<file path="src/source/axil_iob_pkg.sv">
`default_nettype none

package axil_iob_pkg;

   // decoded IOb target
   typedef enum logic {
      SEL_RAM  = 1'b0,
      SEL_REGS = 1'b1
   } slave_sel_e;

   // register block access state, one wait state before ready
   typedef enum logic {
      ST_IDLE = 1'b0,
      ST_ACK  = 1'b1
   } regs_state_e;

   // word offsets in the register block, offset 3 unused
   typedef enum logic [1:0] {
      REG_SCRATCH = 2'd0,
      REG_ACC     = 2'd1,
      REG_ACC_CLR = 2'd2
   } reg_offset_e;

   localparam logic [1:0] RESP_OKAY = 2'b00;

endpackage

`default_nettype wire

</file>
<file path="src/source/iob_if.sv">
`timescale 1ns/1ps
`default_nettype none

// IOb native bus, one request at a time
interface iob_if #(
   parameter int ADDR_W = 32,
   parameter int DATA_W = 32
);
   logic                  valid;
   logic [ADDR_W-1:0]     addr;
   logic [DATA_W-1:0]     wdata;
   logic [DATA_W/8-1:0]   wstrb;
   logic                  ready;
   logic                  rvalid;
   logic [DATA_W-1:0]     rdata;

   modport master (
      output valid, addr, wdata, wstrb,
      input  ready, rvalid, rdata
   );

   modport slave (
      input  valid, addr, wdata, wstrb,
      output ready, rvalid, rdata
   );
endinterface

`default_nettype wire

</file>
<file path="src/source/iob_addr_decode.sv">
`timescale 1ns/1ps
`default_nettype none

module iob_addr_decode #(
   parameter int ADDR_W     = 32,
   parameter int DATA_W     = 32,
   parameter int RAM_ADDR_W = 8
) (
   input  wire   clk,
   input  wire   arst_n,
   iob_if.slave  host,
   iob_if.master ram,
   iob_if.master regs
);

   logic [ADDR_W-1:0]        addr;
   axil_iob_pkg::slave_sel_e sel;
   axil_iob_pkg::slave_sel_e rd_sel_q;
   logic [DATA_W-1:0]        rdata;

   assign addr = host.addr;
   assign sel  = addr[RAM_ADDR_W+2] ? axil_iob_pkg::SEL_REGS : axil_iob_pkg::SEL_RAM;

   // request fans out, valid goes to one target only
   assign ram.valid  = host.valid & (sel == axil_iob_pkg::SEL_RAM);
   assign ram.addr   = addr;
   assign ram.wdata  = host.wdata;
   assign ram.wstrb  = host.wstrb;
   assign regs.valid = host.valid & (sel == axil_iob_pkg::SEL_REGS);
   assign regs.addr  = addr;
   assign regs.wdata = host.wdata;
   assign regs.wstrb = host.wstrb;

   assign host.ready = (sel == axil_iob_pkg::SEL_REGS) ? regs.ready : ram.ready;

   // remember who owns the read in flight
   always_ff @(posedge clk or negedge arst_n) begin
      if (!arst_n)
         rd_sel_q <= axil_iob_pkg::SEL_RAM;
      else if (host.valid && host.ready && host.wstrb == '0)
         rd_sel_q <= sel;
   end

   assign rdata       = (rd_sel_q == axil_iob_pkg::SEL_REGS) ? regs.rdata : ram.rdata;
   assign host.rdata  = rdata;
   assign host.rvalid = (rd_sel_q == axil_iob_pkg::SEL_REGS) ? regs.rvalid : ram.rvalid;

   a_one_rvalid: assert property (@(posedge clk) disable iff (!arst_n)
      !(ram.rvalid && regs.rvalid));

endmodule

`default_nettype wire

</file>
<file path="src/flat_wrapper.sv">
// flat-port wrapper written by rule: the top's interface ports become plain ports
module iob_addr_decode_flat 
#(
   parameter int ADDR_W     = 32,
   parameter int DATA_W     = 32,
   parameter int RAM_ADDR_W = 8
)
  (clk, arst_n, host_valid, host_addr, host_wdata, host_wstrb, host_ready, host_rvalid, host_rdata, ram_valid, ram_addr, ram_wdata, ram_wstrb, ram_ready, ram_rvalid, ram_rdata, regs_valid, regs_addr, regs_wdata, regs_wstrb, regs_ready, regs_rvalid, regs_rdata);
  iob_if #(.ADDR_W(ADDR_W), .DATA_W(DATA_W)) host_i ();
  iob_if #(.ADDR_W(ADDR_W), .DATA_W(DATA_W)) ram_i ();
  iob_if #(.ADDR_W(ADDR_W), .DATA_W(DATA_W)) regs_i ();
  input  wire clk;
  input  wire arst_n;
  input wire logic [$bits(host_i.valid)-1:0] host_valid;
  input wire logic [$bits(host_i.addr)-1:0] host_addr;
  input wire logic [$bits(host_i.wdata)-1:0] host_wdata;
  input wire logic [$bits(host_i.wstrb)-1:0] host_wstrb;
  output wire logic [$bits(host_i.ready)-1:0] host_ready;
  output wire logic [$bits(host_i.rvalid)-1:0] host_rvalid;
  output wire logic [$bits(host_i.rdata)-1:0] host_rdata;
  output wire logic [$bits(ram_i.valid)-1:0] ram_valid;
  output wire logic [$bits(ram_i.addr)-1:0] ram_addr;
  output wire logic [$bits(ram_i.wdata)-1:0] ram_wdata;
  output wire logic [$bits(ram_i.wstrb)-1:0] ram_wstrb;
  input wire logic [$bits(ram_i.ready)-1:0] ram_ready;
  input wire logic [$bits(ram_i.rvalid)-1:0] ram_rvalid;
  input wire logic [$bits(ram_i.rdata)-1:0] ram_rdata;
  output wire logic [$bits(regs_i.valid)-1:0] regs_valid;
  output wire logic [$bits(regs_i.addr)-1:0] regs_addr;
  output wire logic [$bits(regs_i.wdata)-1:0] regs_wdata;
  output wire logic [$bits(regs_i.wstrb)-1:0] regs_wstrb;
  input wire logic [$bits(regs_i.ready)-1:0] regs_ready;
  input wire logic [$bits(regs_i.rvalid)-1:0] regs_rvalid;
  input wire logic [$bits(regs_i.rdata)-1:0] regs_rdata;
  assign host_i.valid = host_valid;
  assign host_i.addr = host_addr;
  assign host_i.wdata = host_wdata;
  assign host_i.wstrb = host_wstrb;
  assign host_ready = host_i.ready;
  assign host_rvalid = host_i.rvalid;
  assign host_rdata = host_i.rdata;
  assign ram_valid = ram_i.valid;
  assign ram_addr = ram_i.addr;
  assign ram_wdata = ram_i.wdata;
  assign ram_wstrb = ram_i.wstrb;
  assign ram_i.ready = ram_ready;
  assign ram_i.rvalid = ram_rvalid;
  assign ram_i.rdata = ram_rdata;
  assign regs_valid = regs_i.valid;
  assign regs_addr = regs_i.addr;
  assign regs_wdata = regs_i.wdata;
  assign regs_wstrb = regs_i.wstrb;
  assign regs_i.ready = regs_ready;
  assign regs_i.rvalid = regs_rvalid;
  assign regs_i.rdata = regs_rdata;
  iob_addr_decode #(.ADDR_W(ADDR_W), .DATA_W(DATA_W), .RAM_ADDR_W(RAM_ADDR_W)) u_core (.clk(clk), .arst_n(arst_n), .host(host_i), .ram(ram_i), .regs(regs_i));
endmodule
</file>
<file path="config.mk">
export PLATFORM = sky130hd
export DESIGN_NAME = iob_addr_decode_flat
export DESIGN_NICKNAME = d
export VERILOG_FILES = /design/src/source/axil_iob_pkg.sv /design/src/source/iob_if.sv /design/src/source/iob_addr_decode.sv /design/src/flat_wrapper.sv
export SDC_FILE = /design/constraint.sdc
export NUM_CORES = 1
export LEC_CHECK = 0
export BUFFER_PORTS_ARGS = -buffer_cell sky130_fd_sc_hd__buf_2
export CORE_AREA = 8 8 113 115
export CTS_BUF_LIST = sky130_fd_sc_hd__clkbuf_8 sky130_fd_sc_hd__clkbuf_16
export CTS_CLUSTER_SIZE = 28
export DETAILED_ROUTE_END_ITERATION = 7
export DIE_AREA = 0 0 121 123
export PLACE_DENSITY = 0.47
export SYNTH_ARGS = -nofsm -noshare
export SYNTH_HDL_FRONTEND = slang
export SYNTH_SLANG_ARGS = --single-unit
</file>
<file path="constraint.sdc">
create_clock -name clk -period 2.6 [get_ports clk]
set_clock_uncertainty 0.15 [all_clocks]
set_input_delay 0 -clock clk [delete_from_list [all_inputs] [get_ports clk]]
set_output_delay 0 -clock clk [all_outputs]
set_load 0.005 [all_outputs]
</file>
==> flow_metrics.py <==
metrics = {
    "layout": {
        "fin_area_sq_mm": 0.001907,
        "regArea_sq_um": 25.02,
        "layout-drive-gt1-share_pct": 70.35,
        "diodes": 0,
        "multi_input_area_sq_um": 449.2,
        "nNetsFinal": 367,
        "largest_register_ffs": 1,
        "fillerInstances": 1250,
        "regMostFlops": "u_core.rd_sel_q",
        "post-route-util_pct": 17.21,
        "layout-area-overhead-vs-synth_pct": 25.23,
        "largestRegisters": "u_core.rd_sel_q x1",
    },
    "route": {
        "viasPerCell": 3.228,
        "firstDrtPassIters": 2,
        "wl_per_cell_microns": 14.94,
        "drtIter0Drc": 17,
        "postRouteAntennaNets": 0,
        "wirelength_microns": 5512,
        "post-route-drc-count": 0,
        "via_count": 1191,
    },
    "logic_synthesis": {
        "yosys-top-cells-area": "buf_4, mux2_2, mux2_4",
        "synth_seq_cells": 1,
        "yosys.area.top_type_share_pct": 68.53,
        "avgSynthCellArea_sq_um": 8.460,
        "syn_inst": 180,
        "syn_nets": 319,
        "syn_area_sq_mm": 0.001523,
        "synth_warnings": 0,
        "synth-seq-area-share_pct": 1.643,
        "yosysTopAreaCell": "buf_4",
        "yosysUniqueCellTypes": 10,
    },
    "global_routing": {
        "grt_start_max_net_pins": 35,
        "grtUsageTotal_pct": 5.921,
        "grt_pass1_vias": 1346,
        "grt_pass1_wl_microns": 7424,
        "grt_overflow": 0,
        "antenna_found_initial": 0,
    },
    "run_status": {
        "status": "completed",
    },
    "hold_path": {
        "hp-class": "input pin to primary output",
    },
    "pwr": {
        "ir_worst_vdd_mv": 0.08927,
        "power_density_mw_per_mm2": 239.6,
        "p_leak_nw": 0.9160,
        "power_mw": 0.4570,
    },
    "setup_path": {
        "worst-setup-path-type": "register to primary output",
        "worst_setup_path_end_kind": "primary output",
        "worstPathArrival_ns": 1.22,
        "required_ns": 2.45,
        "critPathMaxFanout": 34,
        "startpoint_type": "register",
    },
    "floorplan": {
        "fp-row-count": 39,
        "core_sq_mm": 0.01108,
        "start_util_pct": 13.75,
        "die-area_sq_mm": 0.01488,
        "die_h_microns": 123,
        "pin_count": 311,
        "die_x_microns": 121,
    },
    "placed_design": {
        "hpwl_microns": 3629,
        "placed_cell_area_sq_mm": 0.001266,
        "place.gp.congestion": 0.6772,
        "port_buffers": 121,
    },
    "timing": {
        "maxSlewViolCount": 0,
        "tightestPinTransition_ns": 0.4463,
        "grt_setup_unrepaired": "no",
        "clock.fmax_mhz": 727.9,
        "slew_headroom_pct": 70.25,
        "min_period_ns": 1.374,
        "hold_violations": 0,
        "fin_crit_sh_pct": 52.84,
        "whs_ns": 0.08045,
        "setup_viol": 0,
        "setup_tns_ns": 0,
    },
    "clock_network": {
        "cts.clk_slew.worst_paths_ns": 0,
        "clk_latency_ns": 0,
    },
    "run": {
        "drv_cap": 0,
    },
}
cell usage in the layout, fill, tap and decap left out:
cell             n
dlygate4sd3_1   64
dfrtp_1          1
and2_2           1
nor4_4           1
mux2_2          31
buf_4            1
mux2_1           2
buf_2          121
mux2_4           2
nand3_2          1
and2b_2          1
routing by layer:
metal,track usage (%),up-vias,routed length [microns]
met5,0,-,0
met3,2.100,0,783
met2,11.85,138,2970
met4,0,0,0
li1,-,531,-
met1,6.081,522,1758
where the power goes:
part | switching [mW] | leakage (nW) | internal (mW) | total [mW]
Clock | 0 | 0 | 0 | 0
Combinational | 0.177 | 0.903 | 0.260 | 0.437
Sequential | 0.000724 | 0.0128 | 0.0190 | 0.0198
Total | 0.178 | 0.916 | 0.279 | 0.457
synthesized netlist by cell type (all sizes together):
cell     n
and2b    1
dfrtp    1
nor4     1
mux2    35
buf    140
and2     1
nand3    1
timing repair:
| action | CTS | global route |
|---|---|---|
| endpoints found under the hold margin | 127 | 0 |
| setup buffers | 0 | 0 |
| hold buffers | 64 | 0 |
| resized for setup | 0 | 0 |
logic make-up (layout without fill, tap and decap cells):
kind of cell / Yosys count / after routing / synth area share (%)
buffers and inverters: 140 / 186 / 68.86
flip-flops: 1 / 1 / 1.643
multiplexers: 35 / 35 / 26.38
AND/OR/NAND/NOR: 4 / 4 / 3.123
final cells by class:
| class | instances | area share (%) |
|---|---|---|
| multi-input combinational | 39 | 23.56 |
| tap | 143 | 9.383 |
| timing repair buffer | 186 | 65.75 |
| sequential | 1 | 1.312 |
final timing paths:
path                                        startpoint  slack [ns]  depth (start not counted)                           to
hold reg to reg            u_core.rd_sel_q$_DFFE_PN0P_        0.81                          2  u_core.rd_sel_q$_DFFE_PN0P_
setup reg to reg           u_core.rd_sel_q$_DFFE_PN0P_        1.41                          2  u_core.rd_sel_q$_DFFE_PN0P_
hold / removal                           host_wstrb[3]        0.08                          2                 ram_wstrb[3]
min in group asynchronous                       arst_n        0.21                          2  u_core.rd_sel_q$_DFFE_PN0P_
setup / recovery           u_core.rd_sel_q$_DFFE_PN0P_        1.23                          3               host_rdata[14]
max in group asynchronous                       arst_n        2.00                          2  u_core.rd_sel_q$_DFFE_PN0P_
metrics by stage:
step / cells / setup WS, ns
2_1_floorplan: 180 / 1.429
3_3_place_gp: 305 / 1.233
3_5_place_dp: 305 / 1.179
4_1_cts: 369 / 1.199
5_1_grt: 369 / 1.139
6_report: 369 / 1.226
worst max-delay path, stage by stage, from the launching register on:
cell     delay (ns)
dfrtp_1        0.30
buf_4          0.39
mux2_2         0.39
buf_2          0.13
(Power assumes the default switching activity.)
