<file path="config.mk">
export PLATFORM = sky130hd
export DESIGN_NAME = axil_iob_bridge_flat
export DESIGN_NICKNAME = d
export VERILOG_FILES = /design/src/source/axil_iob_pkg.sv /design/src/source/iob_if.sv /design/src/source/axil_iob_bridge.sv /design/src/flat_wrapper.sv
export SDC_FILE = /design/constraint.sdc
export NUM_CORES = 1
export LEC_CHECK = 0
export BUFFER_PORTS_ARGS = -buffer_cell sky130_fd_sc_hd__buf_2
export CORE_ASPECT_RATIO = 1.2
export CORE_MARGIN = 2
export CORE_UTILIZATION = 47
export DETAILED_ROUTE_END_ITERATION = 10
export GPL_ROUTABILITY_DRIVEN = 0
export GPL_TIMING_DRIVEN = 0
export PLACE_DENSITY = 0.91
export RECOVER_POWER = 25
export SLEW_MARGIN = 20
export SYNTH_ARGS = -nofsm -noshare
export SYNTH_HDL_FRONTEND = slang
export SYNTH_SLANG_ARGS = --single-unit
</file>
<file path="constraint.sdc">
create_clock -name clk -period 1.35 [get_ports clk]
set_clock_uncertainty 0.15 [all_clocks]
set_input_delay 0.2025 -clock clk [delete_from_list [all_inputs] [get_ports clk]]
set_output_delay 0.2025 -clock clk [all_outputs]
set_load 0.02 [all_outputs]
</file>
<file path="src/source/axil_iob_pkg.sv">
`default_nettype none

package axil_iob_pkg;

   // decoded IOb target
   typedef enum logic {
      SEL_RAM  = 1'b0,
      SEL_REGS = 1'b1
   } slave_sel_e;

   // register block access state, one wait state before ready
   typedef enum logic {
      ST_IDLE = 1'b0,
      ST_ACK  = 1'b1
   } regs_state_e;

   // word offsets in the register block, offset 3 unused
   typedef enum logic [1:0] {
      REG_SCRATCH = 2'd0,
      REG_ACC     = 2'd1,
      REG_ACC_CLR = 2'd2
   } reg_offset_e;

   localparam logic [1:0] RESP_OKAY = 2'b00;

endpackage

`default_nettype wire

</file>
<file path="src/source/iob_if.sv">
`timescale 1ns/1ps
`default_nettype none

// IOb native bus, one request at a time
interface iob_if #(
   parameter int ADDR_W = 32,
   parameter int DATA_W = 32
);
   logic                  valid;
   logic [ADDR_W-1:0]     addr;
   logic [DATA_W-1:0]     wdata;
   logic [DATA_W/8-1:0]   wstrb;
   logic                  ready;
   logic                  rvalid;
   logic [DATA_W-1:0]     rdata;

   modport master (
      output valid, addr, wdata, wstrb,
      input  ready, rvalid, rdata
   );

   modport slave (
      input  valid, addr, wdata, wstrb,
      output ready, rvalid, rdata
   );
endinterface

`default_nettype wire

</file>
<file path="src/source/axil_iob_bridge.sv">
`timescale 1ns/1ps
`default_nettype none

module axil_iob_bridge #(
   parameter int ADDR_W = 32,
   parameter int DATA_W = 32
) (
   input  wire                  clk,
   input  wire                  arst_n,
   input  wire [ADDR_W-1:0]     axil_awaddr,
   input  wire                  axil_awvalid,
   output logic                 axil_awready,
   input  wire [DATA_W-1:0]     axil_wdata,
   input  wire [DATA_W/8-1:0]   axil_wstrb,
   input  wire                  axil_wvalid,
   output logic                 axil_wready,
   output logic                 axil_bvalid,
   output logic [1:0]           axil_bresp,
   input  wire [ADDR_W-1:0]     axil_araddr,
   input  wire                  axil_arvalid,
   output logic                 axil_arready,
   output logic                 axil_rvalid,
   output logic [DATA_W-1:0]    axil_rdata,
   output logic [1:0]           axil_rresp,
   iob_if.master                iob
);

   logic              awvalid_q;
   logic [ADDR_W-1:0] awaddr_q;
   logic              arvalid_q;
   logic [ADDR_W-1:0] araddr_q;
   logic [ADDR_W-1:0] addr_q;
   logic [ADDR_W-1:0] addr_nxt;

   // all AXI channels share the single IOb ready
   assign axil_awready = iob.ready;
   assign axil_wready  = iob.ready;
   assign axil_arready = iob.ready;

   // write response pulses in the accept cycle
   assign axil_bvalid = axil_wvalid & iob.ready;
   assign axil_bresp  = axil_iob_pkg::RESP_OKAY;

   assign axil_rvalid = iob.rvalid;
   assign axil_rdata  = iob.rdata;
   assign axil_rresp  = axil_iob_pkg::RESP_OKAY;

   // one request, write before read
   assign iob.valid = axil_wvalid | axil_arvalid;
   assign iob.wdata = axil_wdata;
   // zero strobes mark a read
   assign iob.wstrb = axil_wvalid ? axil_wstrb : '0;

   // registered address paths
   always_ff @(posedge clk or negedge arst_n) begin
      if (!arst_n) begin
         awvalid_q <= 1'b0;
         arvalid_q <= 1'b0;
         awaddr_q  <= '0;
         araddr_q  <= '0;
         addr_q    <= '0;
      end else begin
         awvalid_q <= axil_awvalid;
         arvalid_q <= axil_arvalid;
         if (axil_awvalid) awaddr_q <= axil_awaddr;
         if (axil_arvalid) araddr_q <= axil_araddr;
         addr_q <= addr_nxt;
      end
   end

   // keep the last seen address for idle cycles
   always_comb begin
      if (awvalid_q)
         addr_nxt = awaddr_q;
      else if (arvalid_q)
         addr_nxt = araddr_q;
      else
         addr_nxt = addr_q;
   end

   always_comb begin
      if (axil_awvalid)
         iob.addr = axil_awaddr;
      else if (axil_arvalid)
         iob.addr = axil_araddr;
      else
         iob.addr = addr_q;
   end

   // write address and data arrive together
   a_aw_with_w: assert property (@(posedge clk) disable iff (!arst_n)
      axil_awvalid |-> axil_wvalid);

   // master issues one transaction at a time
   a_no_wr_rd: assert property (@(posedge clk) disable iff (!arst_n)
      !(axil_wvalid && axil_arvalid));

endmodule

`default_nettype wire

</file>
<file path="src/flat_wrapper.sv">
// flat-port wrapper written by rule: the top's interface ports become plain ports
module axil_iob_bridge_flat 
#(
   parameter int ADDR_W = 32,
   parameter int DATA_W = 32
)
  (clk, arst_n, axil_awaddr, axil_awvalid, axil_awready, axil_wdata, axil_wstrb, axil_wvalid, axil_wready, axil_bvalid, axil_bresp, axil_araddr, axil_arvalid, axil_arready, axil_rvalid, axil_rdata, axil_rresp, iob_valid, iob_addr, iob_wdata, iob_wstrb, iob_ready, iob_rvalid, iob_rdata);
  iob_if #(.ADDR_W(ADDR_W), .DATA_W(DATA_W)) iob_i ();
  input  wire clk;
  input  wire arst_n;
  input  wire [ADDR_W-1:0] axil_awaddr;
  input  wire axil_awvalid;
  output logic axil_awready;
  input  wire [DATA_W-1:0] axil_wdata;
  input  wire [DATA_W/8-1:0] axil_wstrb;
  input  wire axil_wvalid;
  output logic axil_wready;
  output logic axil_bvalid;
  output logic [1:0] axil_bresp;
  input  wire [ADDR_W-1:0] axil_araddr;
  input  wire axil_arvalid;
  output logic axil_arready;
  output logic axil_rvalid;
  output logic [DATA_W-1:0] axil_rdata;
  output logic [1:0] axil_rresp;
  output wire logic [$bits(iob_i.valid)-1:0] iob_valid;
  output wire logic [$bits(iob_i.addr)-1:0] iob_addr;
  output wire logic [$bits(iob_i.wdata)-1:0] iob_wdata;
  output wire logic [$bits(iob_i.wstrb)-1:0] iob_wstrb;
  input wire logic [$bits(iob_i.ready)-1:0] iob_ready;
  input wire logic [$bits(iob_i.rvalid)-1:0] iob_rvalid;
  input wire logic [$bits(iob_i.rdata)-1:0] iob_rdata;
  assign iob_valid = iob_i.valid;
  assign iob_addr = iob_i.addr;
  assign iob_wdata = iob_i.wdata;
  assign iob_wstrb = iob_i.wstrb;
  assign iob_i.ready = iob_ready;
  assign iob_i.rvalid = iob_rvalid;
  assign iob_i.rdata = iob_rdata;
  axil_iob_bridge #(.ADDR_W(ADDR_W), .DATA_W(DATA_W)) u_core (.clk(clk), .arst_n(arst_n), .axil_awaddr(axil_awaddr), .axil_awvalid(axil_awvalid), .axil_awready(axil_awready), .axil_wdata(axil_wdata), .axil_wstrb(axil_wstrb), .axil_wvalid(axil_wvalid), .axil_wready(axil_wready), .axil_bvalid(axil_bvalid), .axil_bresp(axil_bresp), .axil_araddr(axil_araddr), .axil_arvalid(axil_arvalid), .axil_arready(axil_arready), .axil_rvalid(axil_rvalid), .axil_rdata(axil_rdata), .axil_rresp(axil_rresp), .iob(iob_i));
endmodule
</file>
==> results summary <==
The total leakage power came out at between 3 and 4 nW. Once the floorplan was initialized, standard cells occupied 48.22% of the core. The pin count of the biggest net entering global routing came out at 51. The detail route stage leaves a number of antenna-violating nets equal to 0.

The number of global-route vias before repair came out at 4643. The number of port buffers came out at 179. The period utilization came out at 113.8%. The number of I/O pins came out at 249. Following the worst setup path forward leads to its endpoint at iob_addr[23]. The slowest stage of the critical path is the sky130_fd_sc_hd__dfrtp_1 cell.

The worst hold path cell count is 3. The signal on the critical path passes through mux2i_1, o21ai_1, buf_4. The die is 117.8 um tall. The post-synthesis sequential area ratio came out at 48.36%.

The worst supply voltage drop on vdd is approximately 0.00075 V. The upper clock frequency limit came out at between 600 and 700 MHz. The net switching share of the total power is 27.84%.

In this run the worst path has a maximum fanout of 2. For this block, the initial DRC count from the detailed router was around 210. The checks that failed: negative hold slack, negative setup slack. The number of clock sinks is 98. The via density per instance is 5.031. The routed wire length came out at 14450 um. The data required time at the worst endpoint came out at 1000 ps.

The register-to-register setup slack came out at 60 ps. The area added between synthesis and finish came out at 44.76%. After detailed placement, the total cell area comes to 6173 um2. The post-route DRC violation count is 0. The number of antenna violations at the first check in global routing came out at 0. The final max-slew violation count came to 0. The H-tree generated during clock tree synthesis spans 3 levels. The worst reg2reg path depth came out at 4.

In this run the power density over the cells is approximately 1100 nW/um2. In the final routed layout, each cell accounts on average for 16.00 um. The number of clock buffers added by TritonCTS is 9. Yosys printed 0 warnings. The layout cell share with drive strength beyond 1 came out at 36.56%.

The synthesized instance count came out at 493. The post-layout net count is just over 900. The endpoint identified for the worst register-to-register timing path is u_core.addr_q[25]. Summed over all nets, the switching power comes to 2.202 mW. The number of diodes is 0. Per report_power, the clock group accounts for 33.1% of the total. The combinational power share came out at 23.8%. The number of cells on the critical path came out at 3.

The smallest setup slack after layout came out at -186.7 ps. Sequential cells account for 43.1% of the total power. The final number of setup-violating endpoints came out at 35. The fill cell total of the finished layout came out at 803. Setup repair after global routing could not meet its margin everywhere. The count of TritonRoute iterations in the first routing pass is 4. The tightest hold margin came out at -3.145 ps. The number of endpoints with negative hold slack in the final report came out at 1.

Summing every instance area after synthesis gives around 5000 um2. Summing over every cut layer, the via total after detailed routing is 4543. The number of buffers between clock root and the deepest sink came out at 2. The number of unique standard cell types used by synthesis is 15. The later pin in the worst-skew pair is clocked with a latency of 340 ps. The number of max-cap violations came out at 0. Together, buffers and inverters on the worst path number 1. The core region is 10520 um2.

The flow ran to the end, but the final reports show violations. The cell row count is 41. The CTS tree is done. STA classifies the critical path endpoint as a primary output. The die is 98.82 um wide.

The HPWL after detailed placement is 9501 um. Internal power comes to roughly 5.7 mW. The flop and latch count out of synthesis came out at 98. The clock root buffer is sky130_fd_sc_hd__clkbuf_16.

The startpoint identified for the worst register-to-register timing path is u_core.arvalid_q. Leaving out fill and tap cells, the most frequent cell in the layout is sky130_fd_sc_hd__buf_4. Leaving out fill and tap cells, the most frequent cells in the layout are sky130_fd_sc_hd__buf_4 (108), sky130_fd_sc_hd__buf_2 (101), sky130_fd_sc_hd__dfrtp_1 (98). The remaining global-route overflow came out at 0. The minimum period implied by the final worst setup slack came out at 1537 ps. The data arrival time of the critical path is between 1000 and 1500 ps. The die covers 11640 um2. Grouping stages by cell kind, the critical path spends the most delay in flip-flops. The worst setup path is of the flip-flop to primary output kind. On the worst path, the slowest cell contributes a delay of about 380 ps. The launch point of the worst path is u_core.addr_q[23]. The tightest min-delay check is of the primary input to flip-flop type. The first-pass GRT wire length came out at 21980 um.

The finished cells cover ~7300 um2. The kind of start point of the critical path is a flip-flop. Prior to clock tree synthesis, the placed netlist has a worst setup slack of -266.5 ps. The post-synthesis area per instance came out at 10.29 um2. The setup TNS came out at -3593 ps. The overall routing resource usage came out at 23.91%. The clock transition at the registers of the reported paths is roughly 60 ps.
## synthesized netlist by cell type
| master | n | area (um2) |
|---|---|---|
| sky130_fd_sc_hd__dfrtp_1 | 98 | 2452 |
| sky130_fd_sc_hd__mux2_2 | 32 | 360.4 |
| sky130_fd_sc_hd__inv_1 | 32 | 120.1 |
| sky130_fd_sc_hd__buf_4 | 76 | 570.6 |
| sky130_fd_sc_hd__buf_2 | 5 | 25.02 |
| sky130_fd_sc_hd__clkbuf_1 | 9 | 33.78 |
| sky130_fd_sc_hd__mux2i_1 | 64 | 640.6 |
| sky130_fd_sc_hd__nand2_1 | 64 | 240.2 |
| sky130_fd_sc_hd__clkbuf_2 | 1 | 5.000 |
| sky130_fd_sc_hd__o21ai_1 | 32 | 160.2 |
| sky130_fd_sc_hd__buf_6 | 9 | 101.4 |
| sky130_fd_sc_hd__and2_1 | 5 | 31.28 |
| sky130_fd_sc_hd__conb_1 | 1 | 3.750 |
| sky130_fd_sc_hd__or2_2 | 1 | 6.260 |
| sky130_fd_sc_hd__o21ai_0 | 64 | 320.3 |
## kinds of logic after synthesis
family / share of synthesized area (%)
simple gates: 5.477
compound gates: 9.474
other cells: 0.07395
flops: 48.36
mux: 19.74
buf+inv: 16.88
## worst reg2reg max path, delay by kind of cell (launching register included)
family	cells	cell delay [ps]
flip-flops	1	320
buffers and inverters	2	360
multiplexers	1	250
AO/OA/AOI/OAI	1	90
## registers in the layout, indices dropped and copies added, names as in the netlist
register          count
u_core.araddr_q      32
u_core.awaddr_q      32
u_core.addr_q        32
u_core.awvalid_q      1
u_core.arvalid_q      1
## power by group through the flow
| stage | registers [mW] | logic [mW] | clock network (mW) |
|---|---|---|---|
| after global routing | 3.43 | 2.03 | 2.78 |
| after CTS | 3.40 | 1.82 | 2.66 |
| final | 3.41 | 1.88 | 2.62 |
| after detailed placement | 3.45 | 1.59 | 0 |
| after global placement | 3.43 | 1.54 | 0 |
| after floorplan | 3.40 | 1.05 | 0 |
## routing by layer
| layer | global-route usage [%] | routed length [um] |
|---|---|---|
| met1 | 25.56 | 5206 |
| met2 | 45.57 | 7924 |
| met3 | 3.504 | 984 |
| met4 | 10.36 | 333 |
| met5 | 0 | 0 |
## metrics by stage
stage | cells | hold slack [ps] | util [%] | total power [mW]
floorplan | 496 | -243.1 | - | 4.457
global route | 903 | 24.80 | 69.80 | 8.250
global placement | 804 | 194.4 | 58.38 | 4.972
detailed placement | 805 | 24.82 | 58.70 | 5.044
CTS | 893 | -11.99 | 69.39 | 7.871
finish | 903 | -3.145 | 69.80 | 7.908
## layout make-up
type                       instances  area (um2)  share of cell area [%]
buffer                           100       812.0                   11.06
timing repair buffer             262        1712                   23.32
tap                              129       161.4                   2.199
sequential                        98        2452                   33.41
inverter                          32       120.1                   1.636
clock buffer                      12       256.5                   3.494
multi-input combinational        266        1777                   24.20
clock inverter                     4       50.05                  0.6818
## repair_timing
item                       in CTS  in global routing
hold buffers                   65                  0
resized for setup              33                 18
hold endpoints to repair      114                  0
gates cloned                    1                  0
setup endpoints to repair      61                 61
setup buffers                   6                 10
pin swaps                       0                  4
## how the worst min path moves through the flow
stage          slack [ps]       startpoint                  end
2_1_floorplan        -240           arst_n     u_core.addr_q[0]
5_1_grt                20  axil_awaddr[16]  u_core.awaddr_q[16]
3_5_place_dp           20           arst_n   u_core.awaddr_q[3]
6_report               -3  axil_awaddr[24]  u_core.awaddr_q[24]
4_1_cts               -10  axil_awaddr[24]  u_core.awaddr_q[24]
3_3_place_gp          190     axil_arvalid     u_core.arvalid_q
Note: power is estimated with default switching activity, not from simulation.
