### src/source/axil_iob_pkg.sv
`default_nettype none

package axil_iob_pkg;

   // decoded IOb target
   typedef enum logic {
      SEL_RAM  = 1'b0,
      SEL_REGS = 1'b1
   } slave_sel_e;

   // register block access state, one wait state before ready
   typedef enum logic {
      ST_IDLE = 1'b0,
      ST_ACK  = 1'b1
   } regs_state_e;

   // word offsets in the register block, offset 3 unused
   typedef enum logic [1:0] {
      REG_SCRATCH = 2'd0,
      REG_ACC     = 2'd1,
      REG_ACC_CLR = 2'd2
   } reg_offset_e;

   localparam logic [1:0] RESP_OKAY = 2'b00;

endpackage

`default_nettype wire

### src/source/iob_if.sv
`timescale 1ns/1ps
`default_nettype none

// IOb native bus, one request at a time
interface iob_if #(
   parameter int ADDR_W = 32,
   parameter int DATA_W = 32
);
   logic                  valid;
   logic [ADDR_W-1:0]     addr;
   logic [DATA_W-1:0]     wdata;
   logic [DATA_W/8-1:0]   wstrb;
   logic                  ready;
   logic                  rvalid;
   logic [DATA_W-1:0]     rdata;

   modport master (
      output valid, addr, wdata, wstrb,
      input  ready, rvalid, rdata
   );

   modport slave (
      input  valid, addr, wdata, wstrb,
      output ready, rvalid, rdata
   );
endinterface

`default_nettype wire

### src/source/iob_regs.sv
`timescale 1ns/1ps
`default_nettype none

module iob_regs #(
   parameter int DATA_W = 32
) (
   input  wire  clk,
   input  wire  arst_n,
   iob_if.slave bus
);

   axil_iob_pkg::regs_state_e state;
   axil_iob_pkg::reg_offset_e offset;
   logic                      accept;
   logic [DATA_W-1:0]         scratch;
   logic [DATA_W-1:0]         acc;
   logic [DATA_W-1:0]         cnt;
   logic [DATA_W-1:0]         rdata_q;
   logic                      rvalid_q;

   assign offset     = axil_iob_pkg::reg_offset_e'(bus.addr[3:2]);
   assign bus.ready  = (state == axil_iob_pkg::ST_ACK);
   assign accept     = bus.valid & bus.ready;
   assign bus.rdata  = rdata_q;
   assign bus.rvalid = rvalid_q;

   // idle sees valid, ack accepts next cycle
   always_ff @(posedge clk or negedge arst_n) begin
      if (!arst_n)
         state <= axil_iob_pkg::ST_IDLE;
      else if (state == axil_iob_pkg::ST_IDLE && bus.valid)
         state <= axil_iob_pkg::ST_ACK;
      else if (accept)
         state <= axil_iob_pkg::ST_IDLE;
   end

   always_ff @(posedge clk or negedge arst_n) begin
      if (!arst_n) begin
         scratch  <= '0;
         acc      <= '0;
         cnt      <= '0;
         rdata_q  <= '0;
         rvalid_q <= 1'b0;
      end else begin
         rvalid_q <= accept & (bus.wstrb == '0);
         if (accept && bus.wstrb != '0) begin
            case (offset)
               axil_iob_pkg::REG_SCRATCH: begin
                  for (int i = 0; i < DATA_W / 8; i++) begin
                     if (bus.wstrb[i]) scratch[8*i +: 8] <= bus.wdata[8*i +: 8];
                  end
               end
               axil_iob_pkg::REG_ACC: begin
                  acc <= acc + bus.wdata;
                  cnt <= cnt + 1'b1;
               end
               axil_iob_pkg::REG_ACC_CLR: begin
                  acc <= '0;
                  cnt <= '0;
               end
               default: ;
            endcase
         end else if (accept) begin
            case (offset)
               axil_iob_pkg::REG_SCRATCH: rdata_q <= scratch;
               axil_iob_pkg::REG_ACC:     rdata_q <= acc;
               // clear offset reads back the add count
               axil_iob_pkg::REG_ACC_CLR: rdata_q <= cnt;
               default:                   rdata_q <= '0;
            endcase
         end
      end
   end

   // master holds the request through the wait state
   a_req_held: assert property (@(posedge clk) disable iff (!arst_n)
      bus.valid && !bus.ready |=> bus.valid && $stable(bus.addr) && $stable(bus.wstrb));

endmodule

`default_nettype wire

### src/flat_wrapper.sv
// flat-port wrapper written by rule: the top's interface ports become plain ports
module iob_regs_flat 
#(
   parameter int DATA_W = 32
)
  (clk, arst_n, bus_valid, bus_addr, bus_wdata, bus_wstrb, bus_ready, bus_rvalid, bus_rdata);
  iob_if #(.DATA_W(DATA_W)) bus_i ();
  input  wire clk;
  input  wire arst_n;
  input wire logic [$bits(bus_i.valid)-1:0] bus_valid;
  input wire logic [$bits(bus_i.addr)-1:0] bus_addr;
  input wire logic [$bits(bus_i.wdata)-1:0] bus_wdata;
  input wire logic [$bits(bus_i.wstrb)-1:0] bus_wstrb;
  output wire logic [$bits(bus_i.ready)-1:0] bus_ready;
  output wire logic [$bits(bus_i.rvalid)-1:0] bus_rvalid;
  output wire logic [$bits(bus_i.rdata)-1:0] bus_rdata;
  assign bus_i.valid = bus_valid;
  assign bus_i.addr = bus_addr;
  assign bus_i.wdata = bus_wdata;
  assign bus_i.wstrb = bus_wstrb;
  assign bus_ready = bus_i.ready;
  assign bus_rvalid = bus_i.rvalid;
  assign bus_rdata = bus_i.rdata;
  iob_regs #(.DATA_W(DATA_W)) u_core (.clk(clk), .arst_n(arst_n), .bus(bus_i));
endmodule
### config.mk
export PLATFORM = sky130hd
export DESIGN_NAME = iob_regs_flat
export DESIGN_NICKNAME = d
export VERILOG_FILES = /design/src/source/axil_iob_pkg.sv /design/src/source/iob_if.sv /design/src/source/iob_regs.sv /design/src/flat_wrapper.sv
export SDC_FILE = /design/constraint.sdc
export NUM_CORES = 1
export LEC_CHECK = 0
export BUFFER_PORTS_ARGS = -buffer_cell sky130_fd_sc_hd__buf_2
export CAP_MARGIN = 20
export CORE_MARGIN = 5
export CORE_UTILIZATION = 30
export DETAILED_ROUTE_END_ITERATION = 16
export PLACE_DENSITY = 0.59
export SYNTH_ARGS = -nofsm -noshare
export SYNTH_HDL_FRONTEND = slang
export SYNTH_SLANG_ARGS = --single-unit
### constraint.sdc
create_clock -name clk -period 3.1 [get_ports clk]
set_input_delay 0.31 -clock clk [delete_from_list [all_inputs] [get_ports clk]]
set_output_delay 0.31 -clock clk [all_outputs]
set_load 0.01 [all_outputs]
==> results of run 1 <==
critical path, cell delays in order (launching register included):
cell and delay [ps]:
dfrtp_1 380, ha_1 210, inv_1 60, fa_1 380
nor2b_1 210, o211ai_1 110, a21boi_1 240, buf_4 160
o22ai_1 150, o21bai_1 250, a31o_1 260, a21oi_1 100
o211ai_1 190
layout make-up:
cell class | instances | area (um^2)
inverter | 18 | 67.56
clock inverter | 8 | 123.9
clock buffer | 24 | 501.7
multi-input combinational | 565 | 4041
timing repair buffer | 88 | 516.7
tap | 330 | 412.9
fill | 2503 | 16120
sequential | 130 | 3253
how the worst max path moves through the flow:
stage,from,to,cells past startpoint
floorplan,u_core.acc[0],u_core.acc[26],11
global placement,bus_wdata[0],u_core.acc[16],13
detailed placement,bus_wdata[0],u_core.acc[16],13
CTS,u_core.acc[0],u_core.acc[16],12
global route,u_core.acc[0],u_core.acc[16],12
finish,u_core.acc[0],u_core.acc[16],12
synth_stat cells, drive strengths merged (7+ instances only):
cell    number  share of area
buf         11          0.011
a21o        15          0.015
mux2        31          0.046
inv         18         0.0089
o21a        10         0.0099
xor2        19          0.022
ha          36          0.060
a211oi       7         0.0069
clkbuf      30          0.016
or3         14          0.012
o211ai       9          0.010
o31ai       34          0.034
nor2b        7         0.0058
nand3       20          0.013
nand2       96          0.048
a222oi      32          0.042
xnor2       19          0.022
and3        12          0.012
nor2        36          0.018
dfrtp      130           0.43
o21ai       44          0.031
nor3        13          0.011
a21oi       40          0.029
kinds of logic after synthesis:
kind of cell               Yosys count  synth area share
AOI/OAI and AO/OA                  227            0.2211
adders and majority gates           37           0.06218
muxes                               32           0.04746
and+or+nand+nor                    231            0.1588
buffers and inverters               59           0.03655
xor gates and xnor gates            38           0.04399
DFF                                130            0.4300
report_power, final:
part           switching, W  internal [W]
registers          0.000484       0.00224
clock network      0.000735       0.00137
logic               0.00167       0.00138
layer usage:
metal	up-vias	part of all wire	track usage
li1	2974	-	-
met1	2927	0.49	0.2111
met2	158	0.43	0.2142
met3	36	0.050	0.02616
met4	4	0.024	0.05363
met5	-	0.0010	0
through the flow:
stage               cells  setup slack (ps)
floorplan             754             626.2
global placement     1129             302.3
detailed placement   1129             248.9
CTS                  1162             279.1
global route         1163             73.35
finish               1163             318.6
state kept, by name, summed over array words and instances (netlist names):
register	flops
u_core.acc	32
u_core.bus.rdata	32
u_core.cnt	32
u_core.scratch	32
u_core.bus.ready	1
u_core.bus.rvalid	1
what timing repair did:
| action | 4_1_cts | 5_1_grt |
|---|---|---|
| resized for setup | 0 | 0 |
| endpoints found under the hold margin | 62 | 0 |
| hold buffers | 1 | 0 |
==> results_dict.tcl, run 1 <==
set metrics [dict create \
    status "finished, final reports clean" \
    cp-start-kind "flip-flop" \
    required_ps 3430 \
    grt_max_degree 69 \
    hp-class "input pin to flip-flop" \
    power_leakage_nw 4.027 \
    peakVddDrop_mv 0.3525 \
    fin_tns_setup_ps 0 \
    mostFrequentLayoutCells "130 x dfrtp_1, 92 x nand2_1, 73 x buf_2" \
    worstMarginPinSlew_ps 795.0 \
    crit_type "flip-flop to flip-flop" \
    worst-path-max-fanout 3 \
    syn2layout_area_growth_pct 17.86 \
    clk_path_buf_depth 2 \
    hpwl_um 15130 \
    synth_nets 862 \
    synthFlopType "dfrtp_1" \
    syn_avg_cell_area_um2 10.03 \
    clock-sinks 130 \
    ys_seq_elements 130 \
    cts_tree "built" \
    layout_commonest_cell "dfrtp_1" \
    avgViaCountPerCell 5.244 \
    remaining_drc_errors 0 \
    total_power_w 0.007873 \
    die_y_um 168.8 \
    design.die.area_um2 28500 \
    final-hold-violation-count 0 \
    fp-row-count 58 \
    ctsRootBufferMaster "clkbuf_16" \
    min_period_ps 2781 \
    p_per_area_nw_per_um2 882.9 \
    drv_slew 0 \
    grt_pass1_vias 5941 \
    grt_usage 0.1448 \
    clock_latency_ps 420 \
    numCtsBuffers 17 \
    r2r_end "u_core.acc[16]" \
    num_vias 6099 \
    stdcell_area_um2 8917 \
    r2r-start "u_core.acc[0]" \
    routed_wl_um 20390 \
    n_antenna_cell 0 \
    yosys_warnings 0 \
    reg2reg_depth 12 \
    relSlewSlack 0.4700 \
    die_w_um 168.8 \
    holdPathStages 2 \
    placed_area_um2 8267 \
    drtAntennaViolNets 0 \
    grt_setup_unrepaired "no" \
    htree_num_levels 4 \
    ys_types 74 \
    core_area_um2 25040 \
    maxCapViolations 0 \
    fin_util 0.3562 \
    min_delay_worst_endpoint "u_core.bus.ready" \
    setup_viol 0 \
    synth_cells 754 \
    synth_edf_count 0 \
    nets 928 \
    ys_seq_area_frac 0.4300 \
    worstHoldStart "bus_valid" \
    drive_above_1_share 0.2137 \
    fmax_ghz 0.3595 \
    cp.arrival_ps 3110 \
    finClkSkew_ps 7.465 \
    pin_count 105 \
    overflow 0 \
    netlist_area_um2 7566 \
    async_flop_share 1.000 \
    start_util 0.3022 \
    end_kind "flip-flop" \
    drt_pass1_iterations 8 \
    reg2reg_slack_ps 320 \
    clk_pin_slew_ps 60 \
    post_cts_buffers 0 \
    gp_congestion 0.8626 \
    worst_hold_slack_ps 90.49 \
    finalCritPeriodShare 0.8972 \
    wire_per_inst_um 17.54 \
    antenna_found_initial 2 \
    port_buffers 74 \
    drt_iter0_drc 530 \
    grt_first_pass_wirelength_um 33020 \
]
No activity file was read; power rests on OpenSTA's default activity.
==> inputs of run 2 (changes only) <==
--- a/config.mk
+++ b/config.mk
@@ -10,6 +10,7 @@
 export CORE_MARGIN = 5
 export CORE_UTILIZATION = 30
 export DETAILED_ROUTE_END_ITERATION = 16
+export GPL_TIMING_DRIVEN = 0
 export PLACE_DENSITY = 0.59
 export SYNTH_ARGS = -nofsm -noshare
 export SYNTH_HDL_FRONTEND = slang
==> run 2 against run 1 <==
Against the previous run:
- cell area rose by 1.4%
- critical endpoint is now u_core.acc[2]
- sequential power barely moved
- wire length rose by 7.9%
- sequential cell count is the same
- sequential share of layout area decreased by 0.50 points
- register-to-register slack lost 150 ps
- combinational power is 4% higher
- largest cell class unchanged
==> results_dict.tcl, run 2 (synthesized netlist as in run 1, its figures left out) <==
set metrics [dict create \
    port_buffers 74 \
    cp-start-kind "flip-flop" \
    end_kind "flip-flop" \
    fillers 2502 \
    total_power_w 0.008033 \
    n_antenna_cell 0 \
    grt_max_degree 75 \
    grt_setup_unrepaired "no" \
    hp-class "input pin to flip-flop" \
    status "finished, final reports clean" \
    die_w_um 168.8 \
    core_area_um2 25040 \
    grt_pass1_vias 6131 \
    drtAntennaViolNets 0 \
    numCtsBuffers 17 \
    setup_viol 0 \
    crit_slowest_cell "clkbuf_1" \
    slowest_delay_ps 680 \
    overflow 0 \
    grt_usage 0.1558 \
    crit_type "flip-flop to flip-flop" \
    clk_pin_slew_ps 60 \
    cp.arrival_ps 3220 \
    relSlewSlack 0.4159 \
    p_per_area_nw_per_um2 888.5 \
    maxCapViolations 0 \
    drv_slew 0 \
    design.die.area_um2 28500 \
    min_period_ps 2928 \
    ctsRootBufferMaster "clkbuf_16" \
    remaining_drc_errors 0 \
    finClkSkew_ps 9.228 \
    avgViaCountPerCell 5.259 \
    cp_cell_sequence "and2_1 -> buf_2 -> nor2b_1 -> nand2_1 -> clkbuf_1 -> clkbuf_1 -> buf_2 -> nand2_1 -> o41ai_1" \
    cts_tree "built" \
    fp-row-count 58 \
    fmax_ghz 0.3416 \
    nets 960 \
    finalCritPeriodShare 0.9445 \
    hpwl_um 16830 \
    wire_per_inst_um 18.41 \
    layout_commonest_cell "dfrtp_1" \
    clock-sinks 130 \
    worstMarginPinSlew_ps 854.1 \
    power_leakage_nw 4.061 \
    grt_first_pass_wirelength_um 35120 \
    peakVddDrop_mv 0.3923 \
    final-hold-violation-count 0 \
    crit_start "u_core.bus.ready" \
    clock_latency_ps 420 \
    mostFrequentLayoutCells "130 x dfrtp_1, 94 x nand2_1, 79 x buf_2" \
    gp_congestion 0.8363 \
    num_vias 6284 \
    required_ps 3400 \
    die_y_um 168.8 \
    pin_count 105 \
    htree_num_levels 4 \
    reg2reg_slack_ps 170 \
    worstHoldStart "bus_valid" \
    worst-path-max-fanout 10 \
    layout_setup_ws_ps 172.2 \
    drt_pass1_iterations 6 \
    dp_slack_ps -46.11 \
    syn2layout_area_growth_pct 19.50 \
    antenna_found_initial 1 \
    clk_path_buf_depth 2 \
    start_util 0.3022 \
    fin_tns_setup_ps 0 \
    routed_wl_um 22000 \
    drive_above_1_share 0.2092 \
    r2r-start "u_core.bus.ready" \
    drt_iter0_drc 447 \
]
-- run 2: final cells by class --
cell class / instances / area [um^2] / share of cell area
Buffer: 41 / 209.0 / 0.02311
Clock buffer: 18 / 439.2 / 0.04857
Clock inverter: 14 / 178.9 / 0.01979
Inverter: 18 / 67.56 / 0.007473
Multi-Input combinational cell: 565 / 4044 / 0.4473
Sequential cell: 130 / 3253 / 0.3598
Tap cell: 330 / 412.9 / 0.04567
Timing Repair Buffer: 79 / 436.7 / 0.04830
-- run 2: repair_timing --
item                                   in CTS  in global routing
setup buffers                               0                  3
resized for setup                           0                  1
endpoints found under the hold margin      73                  0
setup endpoints to repair                   0                  4
hold buffers                                1                  0
-- run 2: path summary, 6_finish.rpt --
kind / to / cells past startpoint
min: u_core.bus.ready / 2
max in group asynchronous: u_core.scratch[1] / 3
max: u_core.acc[2] / 9
min reg2reg: u_core.bus.rdata[16] / 2
min in group asynchronous: u_core.bus.rvalid / 2
max reg2reg: u_core.acc[2] / 9
-- run 2: metal layers --
metal | track usage | wire (um)
met1 | 0.2258 | 10750
met2 | 0.2455 | 10090
met5 | 0 | 7
met4 | 0.04093 | 313
met3 | 0.02125 | 846
-- run 2: per-stage QoR --
step                      instance area [um^2]  instances  hold WS [ps]    util
after floorplan                           7566        754         14.41       -
after global placement                    8349       1158         458.2  0.3335
after detailed placement                  8383       1159         397.5  0.3348
after CTS                                 9011       1192         83.22  0.3599
after global routing                      9041       1195         99.93  0.3611
final                                     9041       1195         89.65  0.3611
-- run 2: critical path: cells and delay by family, from the launching register on --
family          cells  cell delay, ps
flops               1             390
compound gates      1              70
simple gates        4             560
buf+inv             4            1770
-- run 2: report_power, final --
group	leakage [nW]	total, W	switching, W	internal, W
combinational	2.09	0.00318	0.00174	0.00144
clock	0.294	0.00211	0.000810	0.00130
sequential	1.68	0.00274	0.000506	0.00224
total	4.06	0.00803	0.00305	0.00498
==> inputs of run 3 (changes only) <==
--- a/config.mk
+++ b/config.mk
@@ -9,8 +9,10 @@
 export CAP_MARGIN = 20
 export CORE_MARGIN = 5
 export CORE_UTILIZATION = 30
+export CTS_BUF_LIST = sky130_fd_sc_hd__clkbuf_2
 export DETAILED_ROUTE_END_ITERATION = 16
 export GPL_TIMING_DRIVEN = 0
+export HOLD_SLACK_MARGIN = 0.06
 export PLACE_DENSITY = 0.59
 export SYNTH_ARGS = -nofsm -noshare
 export SYNTH_HDL_FRONTEND = slang
==> run 3 against run 2 <==
Against the previous run:
- worst setup slack got worse by 33 ps
- utilization fell by 0.10 points
- clock skew up 34 ps
- largest power group unchanged
==> results_dict.tcl, run 3 (synthesized netlist as in run 1, its figures left out) <==
set metrics [dict create \
    status "finished, final reports clean" \
    clock_latency_ps 730 \
    gp_congestion 0.8363 \
    core_area_um2 25040 \
    fmax_ghz 0.3377 \
    route.met3.wl_um 814 \
    drt_iter0_drc 434 \
    worst-path-max-fanout 10 \
    design.die.area_um2 28500 \
    crit_start "u_core.bus.ready" \
    avgViaCountPerCell 5.196 \
    wl_met1_um 10860 \
    nets 992 \
    finClkSkew_ps 42.82 \
    path_delay_family "buffers and inverters" \
    worstMarginPinSlew_ps 824.3 \
    fin_util 0.3601 \
    syn2layout_area_growth_pct 19.17 \
    ctsRootBufferMaster "clkbuf_2" \
    grt_pass1_vias 6260 \
    end_kind "flip-flop" \
    clk_path_buf_depth 2 \
    dp.cells 1159 \
    grt_max_degree 75 \
    htree_num_levels 4 \
    setup_viol 0 \
    cp-start-kind "flip-flop" \
    total_power_w 0.007081 \
    mostFrequentLayoutCells "130 x dfrtp_1, 94 x nand2_1, 79 x buf_2" \
    port_buffers 74 \
    wire_per_inst_um 18.02 \
    numCtsBuffers 17 \
    die_y_um 168.8 \
    highest_layer "met4" \
    hp-class "input pin to async pin" \
    crit_slowest_cell "clkbuf_1" \
    num_vias 6381 \
    fillers 2527 \
    clock-sinks 130 \
    peakVddDrop_mv 0.2249 \
    crit_type "flip-flop to flip-flop" \
    overflow 0 \
    layout_commonest_cell "dfrtp_1" \
    drive_above_1_share 0.1996 \
    min_period_ps 2961 \
    pin_count 105 \
    drt_pass1_iterations 6 \
    clk_pin_slew_ps 240 \
    cp.arrival_ps 3560 \
    power_leakage_nw 4.049 \
    slowest_delay_ps 690 \
    final_cells 1228 \
    required_ps 3700 \
    p_per_area_nw_per_um2 785.3 \
    cp_cell_sequence "and2_1 -> buf_2 -> nor2b_1 -> nand2_1 -> clkbuf_1 -> clkbuf_1 -> buf_2 -> nand2_1 -> o41ai_1" \
    grt_usage 0.1570 \
    routed_wl_um 22130 \
    grt_setup_unrepaired "no" \
    fp-row-count 58 \
    cts_tree "built" \
    finalCritPeriodShare 0.9552 \
    hpwl_um 16830 \
    start_util 0.3022 \
    drv_slew 0 \
    grt_first_pass_wirelength_um 35440 \
    relSlewSlack 0.4363 \
    drtAntennaViolNets 0 \
    worst-path-buf-inv 4 \
    r2r-start "u_core.bus.ready" \
    met2_length_um 10060 \
    die_w_um 168.8 \
    final-hold-violation-count 0 \
    reg2reg_slack_ps 140 \
    remaining_drc_errors 0 \
    antenna_found_initial 1 \
    maxCapViolations 0 \
]
[run 3: path summary, 6_finish.rpt]
check                                 endpoint  cells past startpoint
max                              u_core.acc[2]                      9
min                             u_core.acc[27]                      2
max reg2reg                      u_core.acc[2]                      9
min reg2reg                   u_core.bus.ready                      1
max in group asynchronous    u_core.scratch[1]                      3
min in group clk           u_core.bus.rdata[1]                      3
[run 3: per-layer routing]
metal / vias to the layer above / global-route usage
li1: 3107 / -
met1: 3102 / 0.2276
met2: 147 / 0.2480
met3: 25 / 0.02149
met4: 0 / 0.03952
met5: - / 0
[run 3: cell type report]
class                           count  area, um^2  share of cell area
Multi-Input combinational cell    565        4044              0.4485
Sequential cell                   130        3253              0.3608
Timing Repair Buffer              111       759.5             0.08424
Tap cell                          330       412.9             0.04580
Buffer                             41       209.0             0.02318
Clock inverter                     15       182.7             0.02026
Clock buffer                       17       85.08            0.009437
Inverter                           18       67.56            0.007494
Antenna cell                        1       2.502           0.0002775
[run 3: report_power, final]
group	total (W)	switching, W	leakage, nW	internal [W]
Clock	0.00116	0.000705	0.149	0.000459
Sequential	0.00272	0.000498	1.68	0.00223
Combinational	0.00319	0.00173	2.22	0.00146
Total	0.00708	0.00293	4.05	0.00415
[run 3: metrics by stage]
| step | hold slack, ps | setup slack, ps | setup TNS, ps | cell area (um^2) |
|---|---|---|---|---|
| floorplan | 14.41 | 626.2 | 0 | 7566 |
| global placement | 458.2 | -130.7 | -15230 | 8349 |
| detailed placement | 397.5 | -46.11 | -46.11 | 8383 |
| CTS | 159.9 | 148.3 | 0 | 8999 |
| global route | 171.4 | 32.38 | 0 | 9016 |
| finish | 140.8 | 138.8 | 0 | 9016 |
[run 3: repair_timing]
action                                 in CTS  in global routing
pin swaps                                   0                  1
gates resized for setup                     1                  0
buffers inserted                            0                  2
setup endpoints to repair                   1                  1
endpoints found under the hold margin     110                  0
hold buffers                               34                  0
